$ cat src/rtl/cam_pkg.sv
package cam_pkg;

  // default sensor window, qvga
  localparam int FRAME_W_DEF = 320;
  localparam int FRAME_H_DEF = 240;

  // coordinate counter widths
  localparam int HCOUNT_W = 11;
  localparam int VCOUNT_W = 10;

  // one camera word, seen either as rgb565 or as the two bytes on the bus
  typedef union packed {
    struct packed {
      logic [4:0] red;
      logic [5:0] green;
      logic [4:0] blue;
    } rgb;
    // hi byte arrives first on the bus
    struct packed {
      logic [7:0] hi;
      logic [7:0] lo;
    } raw;
  } pixel_u;

endpackage

$ cat src/rtl/com_pkg.sv
package com_pkg;

  // coordinate sums and pixel count
  // 320*240 pixels at column 319 still fits in 28 bits
  localparam int SUM_W = 28;

  // threshold channel select codes
  localparam logic [1:0] CHAN_RED   = 2'd0;
  localparam logic [1:0] CHAN_GREEN = 2'd1;
  localparam logic [1:0] CHAN_BLUE  = 2'd2;

endpackage

$ cat src/rtl/com_sums_if.sv
`timescale 1ns/1ps

interface com_sums_if;

  // frame totals, held stable from start until the next start
  logic [com_pkg::SUM_W-1:0] sum_x;
  logic [com_pkg::SUM_W-1:0] sum_y;
  logic [com_pkg::SUM_W-1:0] count;
  logic                      start;
  // divider still working on the previous frame
  logic                      busy;

  modport source (output sum_x, sum_y, count, start, input  busy);
  modport sink   (input  sum_x, sum_y, count, start, output busy);

endinterface

$ cat src/rtl/pix_stream_if.sv
`timescale 1ns/1ps

interface pix_stream_if;

  // one strobe per complete pixel, no stall possible
  logic                          pix_valid;
  cam_pkg::pixel_u               pixel;
  logic [cam_pkg::HCOUNT_W-1:0]  hcount;
  logic [cam_pkg::VCOUNT_W-1:0]  vcount;
  // single pulse at vsync rise
  logic                          frame_end;

  modport source (output pix_valid, pixel, hcount, vcount, frame_end);
  modport sink   (input  pix_valid, pixel, hcount, vcount, frame_end);

endinterface

$ cat src/rtl/blob_tracker_top.sv
`timescale 1ns/1ps

module blob_tracker_top #(
  parameter int FRAME_W = cam_pkg::FRAME_W_DEF,
  parameter int FRAME_H = cam_pkg::FRAME_H_DEF
) (
  input  logic                         clk_65mhz,
  input  logic                         sys_rst,
  // camera bus
  input  logic [7:0]                   cam_data,
  input  logic                         cam_pclk,
  input  logic                         cam_vsync,
  input  logic                         cam_href,
  output logic                         cam_xclk,
  // threshold setup
  input  logic [1:0]                   thresh_sel,
  input  logic [3:0]                   thresh_lo,
  input  logic [3:0]                   thresh_hi,
  // centroid handshake
  output logic                         com_req,
  input  logic                         com_ack,
  output logic [cam_pkg::HCOUNT_W-1:0] com_x,
  output logic [cam_pkg::VCOUNT_W-1:0] com_y,
  output logic                         com_empty
);

  pix_stream_if pix ();
  com_sums_if   sums ();

  // divider to report
  logic [cam_pkg::HCOUNT_W-1:0] x_com;
  logic [cam_pkg::VCOUNT_W-1:0] y_com;
  logic                         empty;
  logic                         done;

  cam_capture #(
    .FRAME_W (FRAME_W),
    .FRAME_H (FRAME_H)
  ) u_capture (
    .clk_65mhz (clk_65mhz),
    .sys_rst   (sys_rst),
    .cam_data  (cam_data),
    .cam_pclk  (cam_pclk),
    .cam_vsync (cam_vsync),
    .cam_href  (cam_href),
    .cam_xclk  (cam_xclk),
    .pix       (pix.source)
  );

  mask_accumulator u_accum (
    .clk_65mhz  (clk_65mhz),
    .sys_rst    (sys_rst),
    .thresh_sel (thresh_sel),
    .thresh_lo  (thresh_lo),
    .thresh_hi  (thresh_hi),
    .pix        (pix.sink),
    .sums       (sums.source)
  );

  com_divider u_divider (
    .clk_65mhz (clk_65mhz),
    .sys_rst   (sys_rst),
    .sums      (sums.sink),
    .x_com     (x_com),
    .y_com     (y_com),
    .empty     (empty),
    .done      (done)
  );

  com_report u_report (
    .clk_65mhz (clk_65mhz),
    .sys_rst   (sys_rst),
    .x_com     (x_com),
    .y_com     (y_com),
    .empty     (empty),
    .done      (done),
    .com_req   (com_req),
    .com_ack   (com_ack),
    .com_x     (com_x),
    .com_y     (com_y),
    .com_empty (com_empty)
  );

endmodule

$ cat src/rtl/cam_capture.sv
`timescale 1ns/1ps

module cam_capture #(
  parameter int FRAME_W = cam_pkg::FRAME_W_DEF,
  parameter int FRAME_H = cam_pkg::FRAME_H_DEF
) (
  input  logic         clk_65mhz,
  input  logic         sys_rst,
  input  logic [7:0]   cam_data,
  input  logic         cam_pclk,
  input  logic         cam_vsync,
  input  logic         cam_href,
  output logic         cam_xclk,
  pix_stream_if.source pix
);

  localparam int HW = cam_pkg::HCOUNT_W;
  localparam int VW = cam_pkg::VCOUNT_W;

  // two-flop synchronizers
  logic [7:0] data_s1, data_s2;
  logic       pclk_s1, pclk_s2;
  logic       vsync_s1, vsync_s2;
  logic       href_s1, href_s2;

  // edge register stage
  logic       pclk_last, vsync_last, href_last;
  logic       pclk_rise, vsync_rise, href_fall;
  logic       href_r;
  logic [7:0] data_r;

  // pairing and coordinates
  logic          low_next;
  logic [HW-1:0] col;
  logic [VW-1:0] row;
  logic          col_ok, row_ok;

  // xclk divider
  logic xclk_div;

  // data bus needs no reset, it only matters with a pclk edge
  always_ff @(posedge clk_65mhz) begin
    data_s1 <= cam_data;
    data_s2 <= data_s1;
    data_r  <= data_s2;
  end

  always_ff @(posedge clk_65mhz) begin
    if (sys_rst) begin
      pclk_s1    <= 1'b0;
      pclk_s2    <= 1'b0;
      vsync_s1   <= 1'b0;
      vsync_s2   <= 1'b0;
      href_s1    <= 1'b0;
      href_s2    <= 1'b0;
      pclk_last  <= 1'b0;
      vsync_last <= 1'b0;
      href_last  <= 1'b0;
      pclk_rise  <= 1'b0;
      vsync_rise <= 1'b0;
      href_fall  <= 1'b0;
      href_r     <= 1'b0;
    end else begin
      pclk_s1    <= cam_pclk;
      pclk_s2    <= pclk_s1;
      vsync_s1   <= cam_vsync;
      vsync_s2   <= vsync_s1;
      href_s1    <= cam_href;
      href_s2    <= href_s1;
      pclk_last  <= pclk_s2;
      vsync_last <= vsync_s2;
      href_last  <= href_s2;
      // registered edges, third cycle after the port
      pclk_rise  <= pclk_s2 & ~pclk_last;
      vsync_rise <= vsync_s2 & ~vsync_last;
      href_fall  <= href_last & ~href_s2;
      href_r     <= href_s2;
    end
  end

  // stop counting past the frame edge
  assign col_ok = int'(col) < FRAME_W;
  assign row_ok = int'(row) < FRAME_H;

  always_ff @(posedge clk_65mhz) begin
    if (sys_rst) begin
      pix.pix_valid <= 1'b0;
      pix.frame_end <= 1'b0;
      low_next      <= 1'b0;
      col           <= '0;
      row           <= '0;
    end else begin
      pix.pix_valid <= 1'b0;
      pix.frame_end <= vsync_rise;
      if (vsync_rise) begin
        // new frame starts at the origin
        col      <= '0;
        row      <= '0;
        low_next <= 1'b0;
      end else if (href_fall) begin
        col      <= '0;
        low_next <= 1'b0;
        if (row_ok) begin
          row <= row + VW'(1);
        end
      end else if (pclk_rise && href_r) begin
        low_next <= ~low_next;
        if (low_next && col_ok && row_ok) begin
          pix.pix_valid <= 1'b1;
          col           <= col + HW'(1);
        end
      end
    end
  end

  // payload: bytes land straight in the union
  always_ff @(posedge clk_65mhz) begin
    if (pclk_rise && href_r && !vsync_rise && !href_fall) begin
      if (!low_next) begin
        pix.pixel.raw.hi <= data_r;
      end else begin
        pix.pixel.raw.lo <= data_r;
        pix.hcount       <= col;
        pix.vcount       <= row;
      end
    end
  end

  // clk/4 for the sensor, low out of reset
  always_ff @(posedge clk_65mhz) begin
    if (sys_rst) begin
      xclk_div <= 1'b0;
      cam_xclk <= 1'b0;
    end else begin
      xclk_div <= ~xclk_div;
      if (xclk_div) begin
        cam_xclk <= ~cam_xclk;
      end
    end
  end

endmodule

$ cat src/rtl/com_divider.sv
`timescale 1ns/1ps

module com_divider (
  input  logic                         clk_65mhz,
  input  logic                         sys_rst,
  com_sums_if.sink                     sums,
  output logic [cam_pkg::HCOUNT_W-1:0] x_com,
  output logic [cam_pkg::VCOUNT_W-1:0] y_com,
  output logic                         empty,
  output logic                         done
);

  localparam int SW = com_pkg::SUM_W;
  localparam int HW = cam_pkg::HCOUNT_W;
  localparam int VW = cam_pkg::VCOUNT_W;
  localparam int CW = $clog2(SW + 1);

  logic [CW-1:0]   bit_cnt;
  logic            running;
  logic            load;
  logic [SW-1:0]   den;
  logic [SW-1:0]   rem_x, rem_y;
  // dividend shifts out the top while quotient bits enter below
  logic [SW-1:0]   quo_x, quo_y;
  logic [2*SW-1:0] step_x, step_y;

  // one restoring step, returns {remainder, quotient}
  function automatic logic [2*SW-1:0] div_step(
    input logic [SW-1:0] rem,
    input logic [SW-1:0] quo,
    input logic [SW-1:0] dvs
  );
    logic [SW:0] trial;
    logic [SW:0] diff;
    trial = {rem, quo[SW-1]};
    diff  = trial - {1'b0, dvs};
    // borrow means the trial was smaller, keep it
    if (diff[SW]) begin
      return {trial[SW-1:0], quo[SW-2:0], 1'b0};
    end
    return {diff[SW-1:0], quo[SW-2:0], 1'b1};
  endfunction

  assign step_x    = div_step(rem_x, quo_x, den);
  assign step_y    = div_step(rem_y, quo_y, den);
  assign load      = sums.start && !running;
  assign sums.busy = running;

  always_ff @(posedge clk_65mhz) begin
    if (sys_rst) begin
      running <= 1'b0;
      done    <= 1'b0;
      bit_cnt <= '0;
    end else begin
      done <= 1'b0;
      if (load) begin
        if (sums.count == '0) begin
          // nothing masked, answer right away
          done <= 1'b1;
        end else begin
          running <= 1'b1;
          bit_cnt <= CW'(SW);
        end
      end else if (running) begin
        bit_cnt <= bit_cnt - CW'(1);
        if (bit_cnt == CW'(1)) begin
          running <= 1'b0;
          done    <= 1'b1;
        end
      end
    end
  end

  always_ff @(posedge clk_65mhz) begin
    if (load) begin
      den   <= sums.count;
      quo_x <= sums.sum_x;
      quo_y <= sums.sum_y;
      rem_x <= '0;
      rem_y <= '0;
      if (sums.count == '0) begin
        empty <= 1'b1;
        x_com <= '0;
        y_com <= '0;
      end
    end else if (running) begin
      {rem_x, quo_x} <= step_x;
      {rem_y, quo_y} <= step_y;
      // last step, quotients fit the coordinate widths
      if (bit_cnt == CW'(1)) begin
        empty <= 1'b0;
        x_com <= step_x[HW-1:0];
        y_com <= step_y[VW-1:0];
      end
    end
  end

endmodule

$ cat src/rtl/com_report.sv
`timescale 1ns/1ps

module com_report (
  input  logic                         clk_65mhz,
  input  logic                         sys_rst,
  input  logic [cam_pkg::HCOUNT_W-1:0] x_com,
  input  logic [cam_pkg::VCOUNT_W-1:0] y_com,
  input  logic                         empty,
  input  logic                         done,
  output logic                         com_req,
  input  logic                         com_ack,
  output logic [cam_pkg::HCOUNT_W-1:0] com_x,
  output logic [cam_pkg::VCOUNT_W-1:0] com_y,
  output logic                         com_empty
);

  // four-phase states
  localparam logic [1:0] ST_IDLE    = 2'd0;
  localparam logic [1:0] ST_REQ     = 2'd1;
  localparam logic [1:0] ST_ACK_LOW = 2'd2;

  logic [1:0] state;
  logic       take;

  // results arriving mid-handshake are dropped
  assign take    = done && (state == ST_IDLE) && !com_ack;
  assign com_req = (state == ST_REQ);

  always_ff @(posedge clk_65mhz) begin
    if (sys_rst) begin
      state <= ST_IDLE;
    end else begin
      case (state)
        ST_IDLE:    if (take) state <= ST_REQ;
        ST_REQ:     if (com_ack) state <= ST_ACK_LOW;
        // req is down, wait for the far side to release ack
        ST_ACK_LOW: if (!com_ack) state <= ST_IDLE;
        default:    state <= ST_IDLE;
      endcase
    end
  end

  // held for the whole request phase
  always_ff @(posedge clk_65mhz) begin
    if (take) begin
      com_x     <= x_com;
      com_y     <= y_com;
      com_empty <= empty;
    end
  end

endmodule

$ cat src/rtl/mask_accumulator.sv
`timescale 1ns/1ps

module mask_accumulator (
  input  logic       clk_65mhz,
  input  logic       sys_rst,
  input  logic [1:0] thresh_sel,
  input  logic [3:0] thresh_lo,
  input  logic [3:0] thresh_hi,
  pix_stream_if.sink pix,
  com_sums_if.source sums
);

  localparam int SW = com_pkg::SUM_W;

  logic [3:0]    chan;
  logic          chan_ok;
  logic          masked;
  logic          hand_over;
  logic [SW-1:0] acc_x;
  logic [SW-1:0] acc_y;
  logic [SW-1:0] acc_n;

  // top four bits of the chosen channel
  always_comb begin
    chan    = 4'd0;
    chan_ok = 1'b1;
    case (thresh_sel)
      com_pkg::CHAN_RED:   chan = pix.pixel.rgb.red[4:1];
      com_pkg::CHAN_GREEN: chan = pix.pixel.rgb.green[5:2];
      com_pkg::CHAN_BLUE:  chan = pix.pixel.rgb.blue[4:1];
      // unused code masks nothing
      default:             chan_ok = 1'b0;
    endcase
  end

  // inclusive window
  assign masked = pix.pix_valid && chan_ok && (chan >= thresh_lo) && (chan <= thresh_hi);

  // divider idle, so this frame's totals get used
  assign hand_over = pix.frame_end && !sums.busy;

  always_ff @(posedge clk_65mhz) begin
    if (sys_rst) begin
      acc_x      <= '0;
      acc_y      <= '0;
      acc_n      <= '0;
      sums.start <= 1'b0;
    end else begin
      sums.start <= hand_over;
      if (pix.frame_end) begin
        // next frame accumulates while the divider runs
        acc_x <= '0;
        acc_y <= '0;
        acc_n <= '0;
      end else if (masked) begin
        acc_x <= acc_x + SW'(pix.hcount);
        acc_y <= acc_y + SW'(pix.vcount);
        acc_n <= acc_n + SW'(1);
      end
    end
  end

  // totals held for the divider until the next hand-over
  always_ff @(posedge clk_65mhz) begin
    if (hand_over) begin
      sums.sum_x <= acc_x;
      sums.sum_y <= acc_y;
      sums.count <= acc_n;
    end
  end

endmodule

$ cat config.mk
export PLATFORM = sky130hd
export DESIGN_NAME = blob_tracker_top
export DESIGN_NICKNAME = d
export VERILOG_FILES = /design/src/rtl/cam_pkg.sv /design/src/rtl/com_pkg.sv /design/src/rtl/com_sums_if.sv /design/src/rtl/pix_stream_if.sv /design/src/rtl/blob_tracker_top.sv /design/src/rtl/cam_capture.sv /design/src/rtl/com_divider.sv /design/src/rtl/com_report.sv /design/src/rtl/mask_accumulator.sv
export SDC_FILE = /design/constraint.sdc
export NUM_CORES = 1
export LEC_CHECK = 0
export BUFFER_PORTS_ARGS = -buffer_cell sky130_fd_sc_hd__buf_2
export CORE_ASPECT_RATIO = 1.5
export CORE_MARGIN = 1.5
export CORE_UTILIZATION = 56
export DETAILED_ROUTE_END_ITERATION = 16
export PLACE_DENSITY = 0.75
export SLEW_MARGIN = 0
export SYNTH_ARGS = -nofsm -noshare
export SYNTH_HDL_FRONTEND = slang
export SYNTH_SLANG_ARGS = --single-unit
$ cat constraint.sdc
create_clock -name clk_65mhz -period 4.5 [get_ports clk_65mhz]
set_input_delay 0.9 -clock clk_65mhz [delete_from_list [all_inputs] [get_ports clk_65mhz]]
set_output_delay 0.9 -clock clk_65mhz [all_outputs]
set_load 0.01 [all_outputs]
==> summary.md <==
| Metric | Value |
|---|---|
| Overflow after GRT | `0` |
| Worst Tran Pin Value | `1200 ps` |
| Initial Util | `between 50 and 60%` |
| Worst vdd rail ir drop | `0.00111 V` |
| Syn avg cell area | `roughly 11 sq um` |
| Sequential fraction of the synthesis area | `57.2%` |
| Num rows | `85` |
| CP Launch Type | `input pin` |
| Clk sinks | `between 400 and 500` |
| Final setup violation count | `0` |
| Routed length per instance | `~17 um` |
| Worst-Skew Late Latency | `550 ps` |
| Multi-input logic area | `slightly above 8000 sq um` |
| Sw Ratio | `between 30% and 40%` |
| Main flop type after synthesis | `edfxtp_1` |
| Layout fillers | `2,817` |
| Post-synth top area share | `36.3%` |
| Final nets | `about 2,000` |
| Gpl congestion | `between 0.8 and 0.9` |
| Number of synthesized flops with an enable pin | `245` |
| Drt pass-1 iters | `5` |
| Combinational share of power | `around 37%` |
| Sequential Area | `~12,000 sq um` |
| Netlist cell types | `83` |
| Fin crit share | `80.5%` |
| CP max FO | `13` |
| TritonCTS Buffers | `between 40 and 50` |
| Mapped Cells | `around 1,900` |
| FMAX | `approximately 280 MHz` |
| CTS Buffer Depth | `3` |
| Cts hold-fix bufs | `0` |
| Slew HR | `~20%` |
| Clock share of power | `about 28%` |
| Final Total Pwr | `roughly 14 mW` |
| Drt total wl | `40.5 mm` |
| CTS root buffer | `clkbuf_16` |
| Vias in the first global route | `13,933` |
| Layout cells sized above 1 | `between 8 and 9%` |
| Avg Vias per Cell | `5.68` |
| Tmin final | `approximately 3600 ps` |
| Worst r2r path cells | `12` |
| DRT antenna net count | `0` |
| RSZ-0062 raised after global routing | `false` |
| Hold/Removal Path Class | `reg -> reg` |
| DIE WIDTH | `approximately 160 um` |
| Hpwl dp | `27.9 mm` |
| Mapped Nets | `approximately 2,000` |
| TNS Setup | `0 ps` |
| Min-delay src | `u_capture.data_s2[1]` |
| # IOs | `48` |
| Largest area contributor in the netlist | `edfxtp_1` |
| FF+latch count, synth | `~460` |
| H-tree levels | `2` |
| Worst flop-to-flop path startpoint | `u_divider.den[0]` |
| Initial DRC count | `just over 800` |
| Cell Area, Synth | `between 20,000 and 25,000 sq um` |
| Overall Global Routing Usage | `22.4%` |
| Worst-path clk slew | `around 60 ps` |
| P&R area growth vs syn | `11.2%` |
| Int Power | `about 9.2 mW` |
| Leak pwr | `8.63 nW` |
| Post_cts resized | `0` |
| Antenna violations before repair | `0` |
| WHS Endpoint | `u_capture.data_r[1]` |
| Asr flop ratio synth | `0%` |
| DRC | `0` |
| CTS tree | `yes` |
| Clock Skews | `about 21 ps` |
| Antenna cell count | `0` |
| Outcome | `completed` |
| DR vias | `approximately 14,000` |
| Crit Path Class | `in -> reg` |
| CORE AREA | `about 36,000 sq um` |
| Top post-synthesis cells by area | `edfxtp_1, dfxtp_1, ha_1` |
| Postcts setup bufs | `0` |
| Die height | `between 200 and 250 um` |
| Required time of the critical path | `4900 ps` |
| Hold Path Cell Cnt | `0` |
| Power per Cell Area | `slightly above 600 nW/um^2` |
| Max Slew Vio Count | `0` |
| Largest net degree at the start of global routing | `59` |
| Die area | `approximately 37,000 sq um` |
| P_sw | `4.72 mW` |
| Worst path arrival time | `~4000 ps` |
| Flop pwr share | `34.9%` |
| Yosys warning count | `0` |
| Kind of end point of the critical path | `flip-flop` |
| IO Port Bufs | `47` |
| First-pass GRT wire length | `between 60 and 70 mm` |
| Number of max-cap violations | `0` |
| Fin. Hold Viols | `0` |
| R2R Setup Slk | `between 800 and 900 ps` |
| Worst R2R End | `u_divider.rem_x[22]` |
==> cell usage after synthesis (all sizes together), types with 10 or more instances <==
| cell type | n |
|---|---|
| a211oi | 14 |
| a21o | 40 |
| a21oi | 75 |
| a31oi | 13 |
| and2 | 11 |
| and3 | 24 |
| buf | 17 |
| clkbuf | 48 |
| dfxtp | 212 |
| edfxtp | 245 |
| ha | 88 |
| inv | 67 |
| mux2i | 53 |
| nand2 | 235 |
| nand2b | 15 |
| nand3 | 60 |
| nand4 | 29 |
| nor2 | 170 |
| nor2b | 50 |
| nor3 | 15 |
| nor4 | 10 |
| o211ai | 11 |
| o21a | 17 |
| o21ai | 93 |
| or3 | 14 |
| xnor2 | 56 |
| xor2 | 73 |
==> worst max-delay path: stages <==
cell and delay [ps]:
buf_2 140, nor2b_2 240, nand2_1 70, o21ai_0 120, ha_1 330, nor2b_1 140
o21ai_0 120, o21ai_0 110, and3_4 200, or4_1 750, a21oi_2 480, nand3_1 170
xor2_1 190, nor2_1 60
==> placed cells by master, fill, tap and decap left out, drive strengths merged, types with 17 or more instances in the layout <==
master | Yosys | final
edfxtp | 245 | 245
nand2 | 235 | 235
dfxtp | 212 | 212
nor2 | 170 | 170
o21ai | 93 | 93
ha | 88 | 88
a21oi | 75 | 75
xor2 | 73 | 73
inv | 67 | 70
buf | 17 | 67
nand3 | 60 | 60
clkbuf | 48 | 57
xnor2 | 56 | 56
mux2i | 53 | 53
nor2b | 50 | 50
a21o | 40 | 40
nand4 | 29 | 29
and3 | 24 | 24
o21a | 17 | 17
==> metrics by stage <==
stage	util [%]	std cells	hold slack (ps)	area, sq um	setup slack, ps
5_1_grt	62.9	2412	335	22500	564
4_1_cts	62.9	2412	326	22500	873
3_5_place_dp	58.7	2335	312	21000	315
2_1_floorplan	-	1855	310	20300	738
3_3_place_gp	58.7	2335	310	21000	495
6_report	62.9	2412	326	22500	880
==> kinds of logic after synthesis <==
family                     Yosys count  share of synthesized area [%]
and+or+nand+nor                    657                           15.2
DFF                                457                           57.2
AOI/OAI and AO/OA                  333                           10.7
buffers and inverters              132                           2.62
xor gates and xnor gates           129                           5.70
adders and majority gates           92                           5.82
muxes                               55                           2.73
==> final cells by class <==
class	count	area share [%]
clock buffers	57	5.33
clock inverters	20	1.35
inverters	67	1.12
multi-input cells	1266	36.3
flip-flops and latches	457	51.5
well taps	478	2.65
repair buffers	67	1.82
==> how the worst max path moves through the flow <==
stage               cells past startpoint  slack [ps]     startpoint                  to
global placement                       14         500  thresh_sel[1]   u_accum.acc_y[26]
detailed placement                     14         310  thresh_sel[1]   u_accum.acc_y[26]
CTS                                    14         870  thresh_sel[1]   u_accum.acc_y[24]
global route                           14         560  thresh_sel[1]   u_accum.acc_y[24]
finish                                 14         880  thresh_sel[1]   u_accum.acc_y[24]
floorplan                               1         740        com_ack  u_report.com_empty
==> routing by layer <==
metal / GRT usage, % / wire length, um
met1: 24.3 / 15500
met2: 42.6 / 22000
met3: 2.92 / 1420
met4: 9.29 / 1580
met5: 0 / 0
==> power by group through the flow <==
| stage | Combinational [mW] | Sequential (mW) | Clock [mW] |
|---|---|---|---|
| 2_1_floorplan | 4.18 | 4.89 | 0 |
| 3_3_place_gp | 5.05 | 4.94 | 0 |
| 3_5_place_dp | 5.17 | 4.95 | 0 |
| 4_1_cts | 5.19 | 4.86 | 3.92 |
| 5_1_grt | 5.75 | 4.89 | 4.09 |
| 6_report | 5.21 | 4.86 | 3.85 |
Note: power is estimated with default switching activity, not from simulation.
